<file path="src/logic/match_pkg.sv">
// Pattern matcher shared definitions
`default_nettype none

package match_pkg;

    // Stream word and pattern width
    localparam int DATA_W = 8;

    // Host command word width
    localparam int CMD_W = 16;

    // Opcodes sit in the top two bits of every command word
    // Value 3 is not assigned and is reported as a bad command
    localparam logic [1:0] OP_NOP   = 2'd0;
    localparam logic [1:0] OP_WRITE = 2'd1;
    localparam logic [1:0] OP_CTRL  = 2'd2;

    // Write view, loads one pattern bank
    typedef struct packed {
        logic [1:0]        opcode;
        logic              bank;
        logic [4:0]        rsvd;
        logic [DATA_W-1:0] value;
    } cmd_write_t;

    // Control view, swap and clear flags
    typedef struct packed {
        logic [1:0]  opcode;
        logic        swap;
        logic        clear;
        logic [11:0] rsvd;
    } cmd_ctrl_t;

    // Same 16 bits, decoded by opcode
    typedef union packed {
        cmd_write_t wr;
        cmd_ctrl_t  ctrl;
    } cmd_word_u;

endpackage

`default_nettype wire

</file>
<file path="src/logic/cmd_decoder.sv">
// Host command decoder
`default_nettype none

module cmd_decoder (
    input  wire                           clk,
    input  wire                           rst_n,
    input  logic                          cmd_valid,
    input  logic [match_pkg::CMD_W-1:0]   cmd,
    output logic                          wr_en,
    output logic                          wr_bank,
    output logic [match_pkg::DATA_W-1:0]  wr_value,
    output logic                          swap,
    output logic                          clear,
    output logic                          bad_cmd
);

    import match_pkg::*;

    cmd_word_u cw;
    logic      is_write;
    logic      is_ctrl;
    logic      is_bad;

    assign cw = cmd;

    // Opcode field is at the same place in both views
    always_comb begin
        is_write = 1'b0;
        is_ctrl  = 1'b0;
        is_bad   = 1'b0;
        if (cmd_valid) begin
            case (cw.wr.opcode)
                OP_NOP: begin
                    // Nothing to do
                end
                OP_WRITE: is_write = 1'b1;
                OP_CTRL:  is_ctrl  = 1'b1;
                default:  is_bad   = 1'b1;
            endcase
        end
    end

    // One-cycle pulses, high in the cycle after the command edge
    always_ff @(posedge clk or negedge rst_n) begin
        if (!rst_n) begin
            wr_en   <= 1'b0;
            swap    <= 1'b0;
            clear   <= 1'b0;
            bad_cmd <= 1'b0;
        end else begin
            wr_en   <= is_write;
            swap    <= is_ctrl && cw.ctrl.swap;
            clear   <= is_ctrl && cw.ctrl.clear;
            bad_cmd <= is_bad;
        end
    end

    // Write target and value, only meaningful while wr_en is high
    always_ff @(posedge clk) begin
        if (is_write) begin
            wr_bank  <= cw.wr.bank;
            wr_value <= cw.wr.value;
        end
    end

    // A single command word can never be both a write and illegal
    a_write_not_bad: assert property (
        @(posedge clk) disable iff (!rst_n) !(wr_en && bad_cmd)
    ) else $error("wr_en and bad_cmd high together");

endmodule

`default_nettype wire

</file>
<file path="src/logic/pattern_bank.sv">
// Double-buffered pattern store
`default_nettype none

module pattern_bank (
    input  wire                           clk,
    input  wire                           rst_n,
    input  logic                          wr_en,
    input  logic                          wr_bank,
    input  logic [match_pkg::DATA_W-1:0]  wr_value,
    input  logic                          swap,
    output logic [match_pkg::DATA_W-1:0]  pattern0,
    output logic [match_pkg::DATA_W-1:0]  pattern1,
    output logic                          active_sel
);

    logic load0;
    logic load1;

    // Bank address picks which register takes the value
    assign load0 = wr_en && !wr_bank;
    assign load1 = wr_en && wr_bank;

    // Bank 0 pattern
    always_ff @(posedge clk or negedge rst_n) begin
        if (!rst_n) begin
            pattern0 <= '0;
        end else if (load0) begin
            pattern0 <= wr_value;
        end
    end

    // Bank 1 pattern
    always_ff @(posedge clk or negedge rst_n) begin
        if (!rst_n) begin
            pattern1 <= '0;
        end else if (load1) begin
            pattern1 <= wr_value;
        end
    end

    // Live bank flag, toggled by swap
    // A write in the same cycle still lands, whichever bank it targets
    always_ff @(posedge clk or negedge rst_n) begin
        if (!rst_n) begin
            active_sel <= 1'b0;
        end else if (swap) begin
            active_sel <= ~active_sel;
        end
    end

endmodule

`default_nettype wire

</file>
<file path="src/logic/stream_matcher.sv">
// Pipelined stream word matcher
`default_nettype none

module stream_matcher (
    input  wire                           clk,
    input  wire                           rst_n,
    input  logic                          data_valid,
    input  logic [match_pkg::DATA_W-1:0]  data,
    input  logic [match_pkg::DATA_W-1:0]  pattern0,
    input  logic [match_pkg::DATA_W-1:0]  pattern1,
    input  logic                          active_sel,
    output logic                          match_valid,
    output logic                          match
);

    import match_pkg::*;

    // Stage 1, sampled inputs
    logic [DATA_W-1:0] data_s1;
    logic [DATA_W-1:0] pat0_s1;
    logic [DATA_W-1:0] pat1_s1;
    logic              sel_s1;
    logic              valid_s1;

    // Stage 2, chosen pattern
    logic [DATA_W-1:0] data_s2;
    logic [DATA_W-1:0] pat_s2;
    logic              valid_s2;

    // Stage 3, compare result
    logic              eq_s3;
    logic              valid_s3;

    // Valid bits follow data_valid through every stage
    always_ff @(posedge clk or negedge rst_n) begin
        if (!rst_n) begin
            valid_s1 <= 1'b0;
            valid_s2 <= 1'b0;
            valid_s3 <= 1'b0;
        end else begin
            valid_s1 <= data_valid;
            valid_s2 <= valid_s1;
            valid_s3 <= valid_s2;
        end
    end

    // Word and pattern path
    always_ff @(posedge clk) begin
        data_s1 <= data;
        pat0_s1 <= pattern0;
        pat1_s1 <= pattern1;
        sel_s1  <= active_sel;
        data_s2 <= data_s1;
        pat_s2  <= sel_s1 ? pat1_s1 : pat0_s1;
        eq_s3   <= (data_s2 == pat_s2);
    end

    // Result register, match only counts on a valid slot
    always_ff @(posedge clk or negedge rst_n) begin
        if (!rst_n) begin
            match_valid <= 1'b0;
            match       <= 1'b0;
        end else begin
            match_valid <= valid_s3;
            match       <= valid_s3 && eq_s3;
        end
    end

    // A hit must belong to a word taken four sampling edges before
    a_match_has_word: assert property (
        @(posedge clk) disable iff (!rst_n)
        match |-> match_valid && $past(data_valid, 4)
    ) else $error("match without a valid result slot");

endmodule

`default_nettype wire

</file>
<file path="src/logic/match_tally.sv">
// Word and match counters
`default_nettype none

module match_tally #(
    parameter int COUNT_W = 16
) (
    input  wire                clk,
    input  wire                rst_n,
    input  logic               match_valid,
    input  logic               match,
    input  logic               clear,
    output logic [COUNT_W-1:0] word_count,
    output logic [COUNT_W-1:0] match_count
);

    // Set once word_count rolls over, until the next clear
    logic wrapped;

    // Clear has priority over a result arriving in the same cycle
    always_ff @(posedge clk or negedge rst_n) begin
        if (!rst_n) begin
            word_count  <= '0;
            match_count <= '0;
        end else if (clear) begin
            word_count  <= '0;
            match_count <= '0;
        end else if (match_valid) begin
            word_count <= word_count + 1'b1;
            if (match) begin
                match_count <= match_count + 1'b1;
            end
        end
    end

    always_ff @(posedge clk or negedge rst_n) begin
        if (!rst_n) begin
            wrapped <= 1'b0;
        end else if (clear) begin
            wrapped <= 1'b0;
        end else if (match_valid && (&word_count)) begin
            wrapped <= 1'b1;
        end
    end

    // Hits are a subset of results until the word counter wraps
    a_hits_le_words: assert property (
        @(posedge clk) disable iff (!rst_n) !wrapped |-> match_count <= word_count
    ) else $error("match_count above word_count");

endmodule

`default_nettype wire

</file>
<file path="src/logic/pattern_match_top.sv">
// Stream pattern matcher top
`default_nettype none

module pattern_match_top #(
    parameter int COUNT_W = 16
) (
    input  wire                           clk,
    input  wire                           rst_n,
    input  logic                          cmd_valid,
    input  logic [match_pkg::CMD_W-1:0]   cmd,
    input  logic                          data_valid,
    input  logic [match_pkg::DATA_W-1:0]  data,
    output logic                          match_valid,
    output logic                          match,
    output logic [COUNT_W-1:0]            word_count,
    output logic [COUNT_W-1:0]            match_count,
    output logic                          bad_cmd,
    output logic                          active_sel
);

    import match_pkg::*;

    // Decoder outputs
    logic              wr_en;
    logic              wr_bank;
    logic [DATA_W-1:0] wr_value;
    logic              swap;
    logic              clear;

    // Stored patterns
    logic [DATA_W-1:0] pattern0;
    logic [DATA_W-1:0] pattern1;

    cmd_decoder i_decoder (
        .clk       (clk),
        .rst_n     (rst_n),
        .cmd_valid (cmd_valid),
        .cmd       (cmd),
        .wr_en     (wr_en),
        .wr_bank   (wr_bank),
        .wr_value  (wr_value),
        .swap      (swap),
        .clear     (clear),
        .bad_cmd   (bad_cmd)
    );

    pattern_bank i_bank (
        .clk        (clk),
        .rst_n      (rst_n),
        .wr_en      (wr_en),
        .wr_bank    (wr_bank),
        .wr_value   (wr_value),
        .swap       (swap),
        .pattern0   (pattern0),
        .pattern1   (pattern1),
        .active_sel (active_sel)
    );

    stream_matcher i_matcher (
        .clk         (clk),
        .rst_n       (rst_n),
        .data_valid  (data_valid),
        .data        (data),
        .pattern0    (pattern0),
        .pattern1    (pattern1),
        .active_sel  (active_sel),
        .match_valid (match_valid),
        .match       (match)
    );

    match_tally #(
        .COUNT_W (COUNT_W)
    ) i_tally (
        .clk         (clk),
        .rst_n       (rst_n),
        .match_valid (match_valid),
        .match       (match),
        .clear       (clear),
        .word_count  (word_count),
        .match_count (match_count)
    );

endmodule

`default_nettype wire

</file>
<file path="config.mk">
export PLATFORM = sky130hd
export DESIGN_NAME = pattern_match_top
export DESIGN_NICKNAME = d
export VERILOG_FILES = /design/src/logic/match_pkg.sv /design/src/logic/cmd_decoder.sv /design/src/logic/pattern_bank.sv /design/src/logic/stream_matcher.sv /design/src/logic/match_tally.sv /design/src/logic/pattern_match_top.sv
export SDC_FILE = /design/constraint.sdc
export NUM_CORES = 1
export LEC_CHECK = 0
export BUFFER_PORTS_ARGS = -buffer_cell sky130_fd_sc_hd__buf_4
export CAP_MARGIN = 10
export CORE_MARGIN = 4
export CORE_UTILIZATION = 58
export CTS_CLUSTER_SIZE = 28
export DETAILED_ROUTE_END_ITERATION = 8
export GPL_ROUTABILITY_DRIVEN = 0
export PLACE_DENSITY = 0.82
export SLEW_MARGIN = 20
export SYNTH_ARGS = -nofsm -noshare
export SYNTH_HDL_FRONTEND = slang
export SYNTH_SLANG_ARGS = --single-unit
</file>
<file path="constraint.sdc">
create_clock -name clk -period 2.66 [get_ports clk]
set_input_delay 0.133 -clock clk [delete_from_list [all_inputs] [get_ports clk]]
set_output_delay 0.133 -clock clk [all_outputs]
set_load 0.02 [all_outputs]
</file>
==> out/qor.yml <==
hold_path:
  worst_hold_path_type: "in -> reg"
place:
  pre_cts_slack_ns: 0.842
  placed_cells: 419
  port_buffers: 59
  dp_hpwl_um: 4300
  post_dp_cell_area_um2: 4340
floorplan:
  die-area_um2: 7960
  num_rows: 29
  die_w_um: 89.2
  die_h_um: 89.2
  core_um2: 6390
  start_util: 0.599
  pin_count: 64
logic_synthesis:
  ys_warn_count: 0
  synth_top_area_share: 0.380
  netlist-cell-type-count: 41
  synthTopCellsByArea: "dfrtp_1, dfxtp_1, edfxtp_1"
  ys.flop_type: "dfrtp_1"
  synth_edf_count: 9
  yosysSeqAreaShare: 0.670
  async_flop_share: 0.532
  synth-seq-cells: 109
  synth_area_um2: 3820
  syn_nets: 319
  postSynthCellCount: 289
  avgSynthCellArea_um2: 13.2
  yosysTopAreaCell: "dfrtp_1"
clocking:
  tritoncts.num_buffers: 9
  cts_num_sinks: 109
  cts_tree: "done"
  clock_latency_ns: 0.36
  clk_path_buf_depth: 2
  post-cts-setup-buffers: 0
  ctsRootBufferMaster: "clkbuf_8"
  clkTransAtPathRegs_ns: 0.10
  htreeDepth: 3
setup_path:
  cpPeakStageDelay_ns: 0.60
  critical_path.top_delay_family: "flip-flops"
  crit_type: "reg -> reg"
  worst_ep_arrival_time_ns: 2.08
  start_kind: "flip-flop"
  crit_buf_inv: 0
  required_ns: 2.90
  crit_slowest_cell: "dfrtp_1"
  worstSetupEndpointType: "flip-flop"
  worst-path-max-fanout: 12
  crit_chain: "o2111ai_2 -> nor3_2 -> nor3b_1 -> mux2_1"
grt:
  grt_max_degree: 59
  antenna_found_initial: 0
  first_global_vias: 2361
  grt_pass1_wl_um: 10900
  grt_usage: 0.181
  grt.overflow.total: 0
cells_and_area:
  final_cell_mix: "buf_4, dfrtp_1, dfxtp_1, nor2_1, xnor2_1"
  top_regs: "i_tally.match_count (16), i_tally.word_count (16)"
  drive_above_1_share: 0.262
  final_nets: 403
  fillers: 427
  num_antenna_cells: 0
  finalInstanceArea_um2: 4720
  instances_no_fill: 455
  regArea_um2: 2560
  multiInputGateArea_um2: 1210
  mostFrequentLayoutCell: "buf_4"
  area_delta_synth_final_pct: 23.5
sta:
  maxSlewHeadroom: 0.450
  max_freq_mhz: 544
  worst_slack_ns: 0.820
  grt_setup_unrepaired: "no"
  setup_viol: 0
  slew_violations: 0
  skew_ns: 0.0116
  setup_tns_ns: 0
  min_period_ns: 1.84
  tightest_slew_ns: 0.821
  period_share: 0.692
  hold_violations: 0
route:
  postRouteAntennaNets: 0
  post-route-drc-count: 0
  wirelength_um: 6330
  route.vias.total: 2325
  via_per_inst: 5.11
  wire_per_inst_um: 13.9
  drt_iter0_drc: 61
  drtPass1Iterations: 5
pwr:
  sequentialPowerShare: 0.597
  intPower_mw: 2.55
  switching_power_mw: 0.923
  power_mw: 3.47
  power_leakage_nw: 2.09
  clkPwrFrac: 0.261
  pwr-share-comb: 0.142
  pwr_density_cell_nw_per_um2: 735
  ir_worst_vdd_mv: 0.519
  switching_share: 0.266
run_status:
  status: "complete, no violations"
run:
  maxCapViolCount: 0
==> per-layer routing <==
layer  share of wire  up-vias  routed length [um]  GRT usage
met5               0        -                   0          0
met3           0.036        8                 226     0.0341
li1                -     1165                   -          -
met1            0.43     1111                2730      0.230
met2            0.52       41                3270      0.303
met4           0.015        0                  97     0.0785
==> synthesized netlist by cell type, types with 3 or more instances <==
library cell	instances
a21oi_1	10
and3_1	3
buf_1	3
dfrtp_1	58
dfxtp_1	42
edfxtp_1	9
inv_1	5
mux2_1	10
mux2_2	16
nand2_1	15
nand3_1	7
nand4_1	4
nor2_1	26
nor3_1	3
nor3b_1	3
nor4_1	6
o21ai_0	5
o31ai_1	3
or3_1	5
or4_1	3
xnor2_1	21
xor2_1	8
==> final timing paths <==
path	from	endpoint	slack, ns	cells after the start
worst max-delay path	i_matcher.match_valid	i_tally.word_count[15]	0.82	4
worst max register to register	i_matcher.match_valid	i_tally.word_count[15]	0.82	4
min in group asynchronous	rst_n	i_bank.pattern1[3]	0.37	2
worst min-delay path	cmd[15]	i_decoder.bad_cmd	0.03	2
worst min register to register	i_matcher.data_s1[2]	i_matcher.data_s2[2]	0.34	0
max in group asynchronous	rst_n	i_tally.match_count[7]	1.82	2
==> power by group through the flow <==
stage          clock [mW]  sequential [mW]  combinational, mW
2_1_floorplan           0             2.11              0.272
3_3_place_gp            0             2.10              0.457
3_5_place_dp            0             2.11              0.474
4_1_cts             0.937             2.08              0.502
5_1_grt              1.01             2.10              0.546
6_report            0.906             2.07              0.493
==> cells by family after synthesis <==
kind of cell | share of synthesized area
AO/OA/AOI/OAI | 0.0360
multiplexers | 0.0792
XOR/XNOR | 0.0664
buffers and inverters | 0.0131
adder cells (fa/ha/maj) | 0.00654
flip-flops | 0.670
AND/OR/NAND/NOR | 0.129
==> layout make-up <==
cell class              instances  area share
flip-flops and latches        109       0.543
well taps                      77      0.0204
inverters                       5     0.00397
clock inverters                 6      0.0117
clock buffers                  10      0.0270
multi-input cells             168       0.256
repair buffers                 80       0.138
==> metrics by stage <==
stage / util / hold WS, ns
CTS: 0.739 / 0.0201
floorplan: - / -0.163
global placement: 0.679 / 0.228
finish: 0.739 / 0.0312
detailed placement: 0.679 / 0.233
global route: 0.739 / 0.0162
==> repair_timing <==
item / in CTS / in global routing
hold buffers: 20 / 0
hold endpoints to repair: 78 / 0
gates resized for setup: 0 / 0
==> worst reg2reg max path, stage by stage (launching register included) <==
cell and delay [ns]:
dfrtp_1 0.60, o2111ai_2 0.28, nor3_2 0.22, nor3b_1 0.27, mux2_1 0.35
Note: power is estimated with default switching activity, not from simulation.
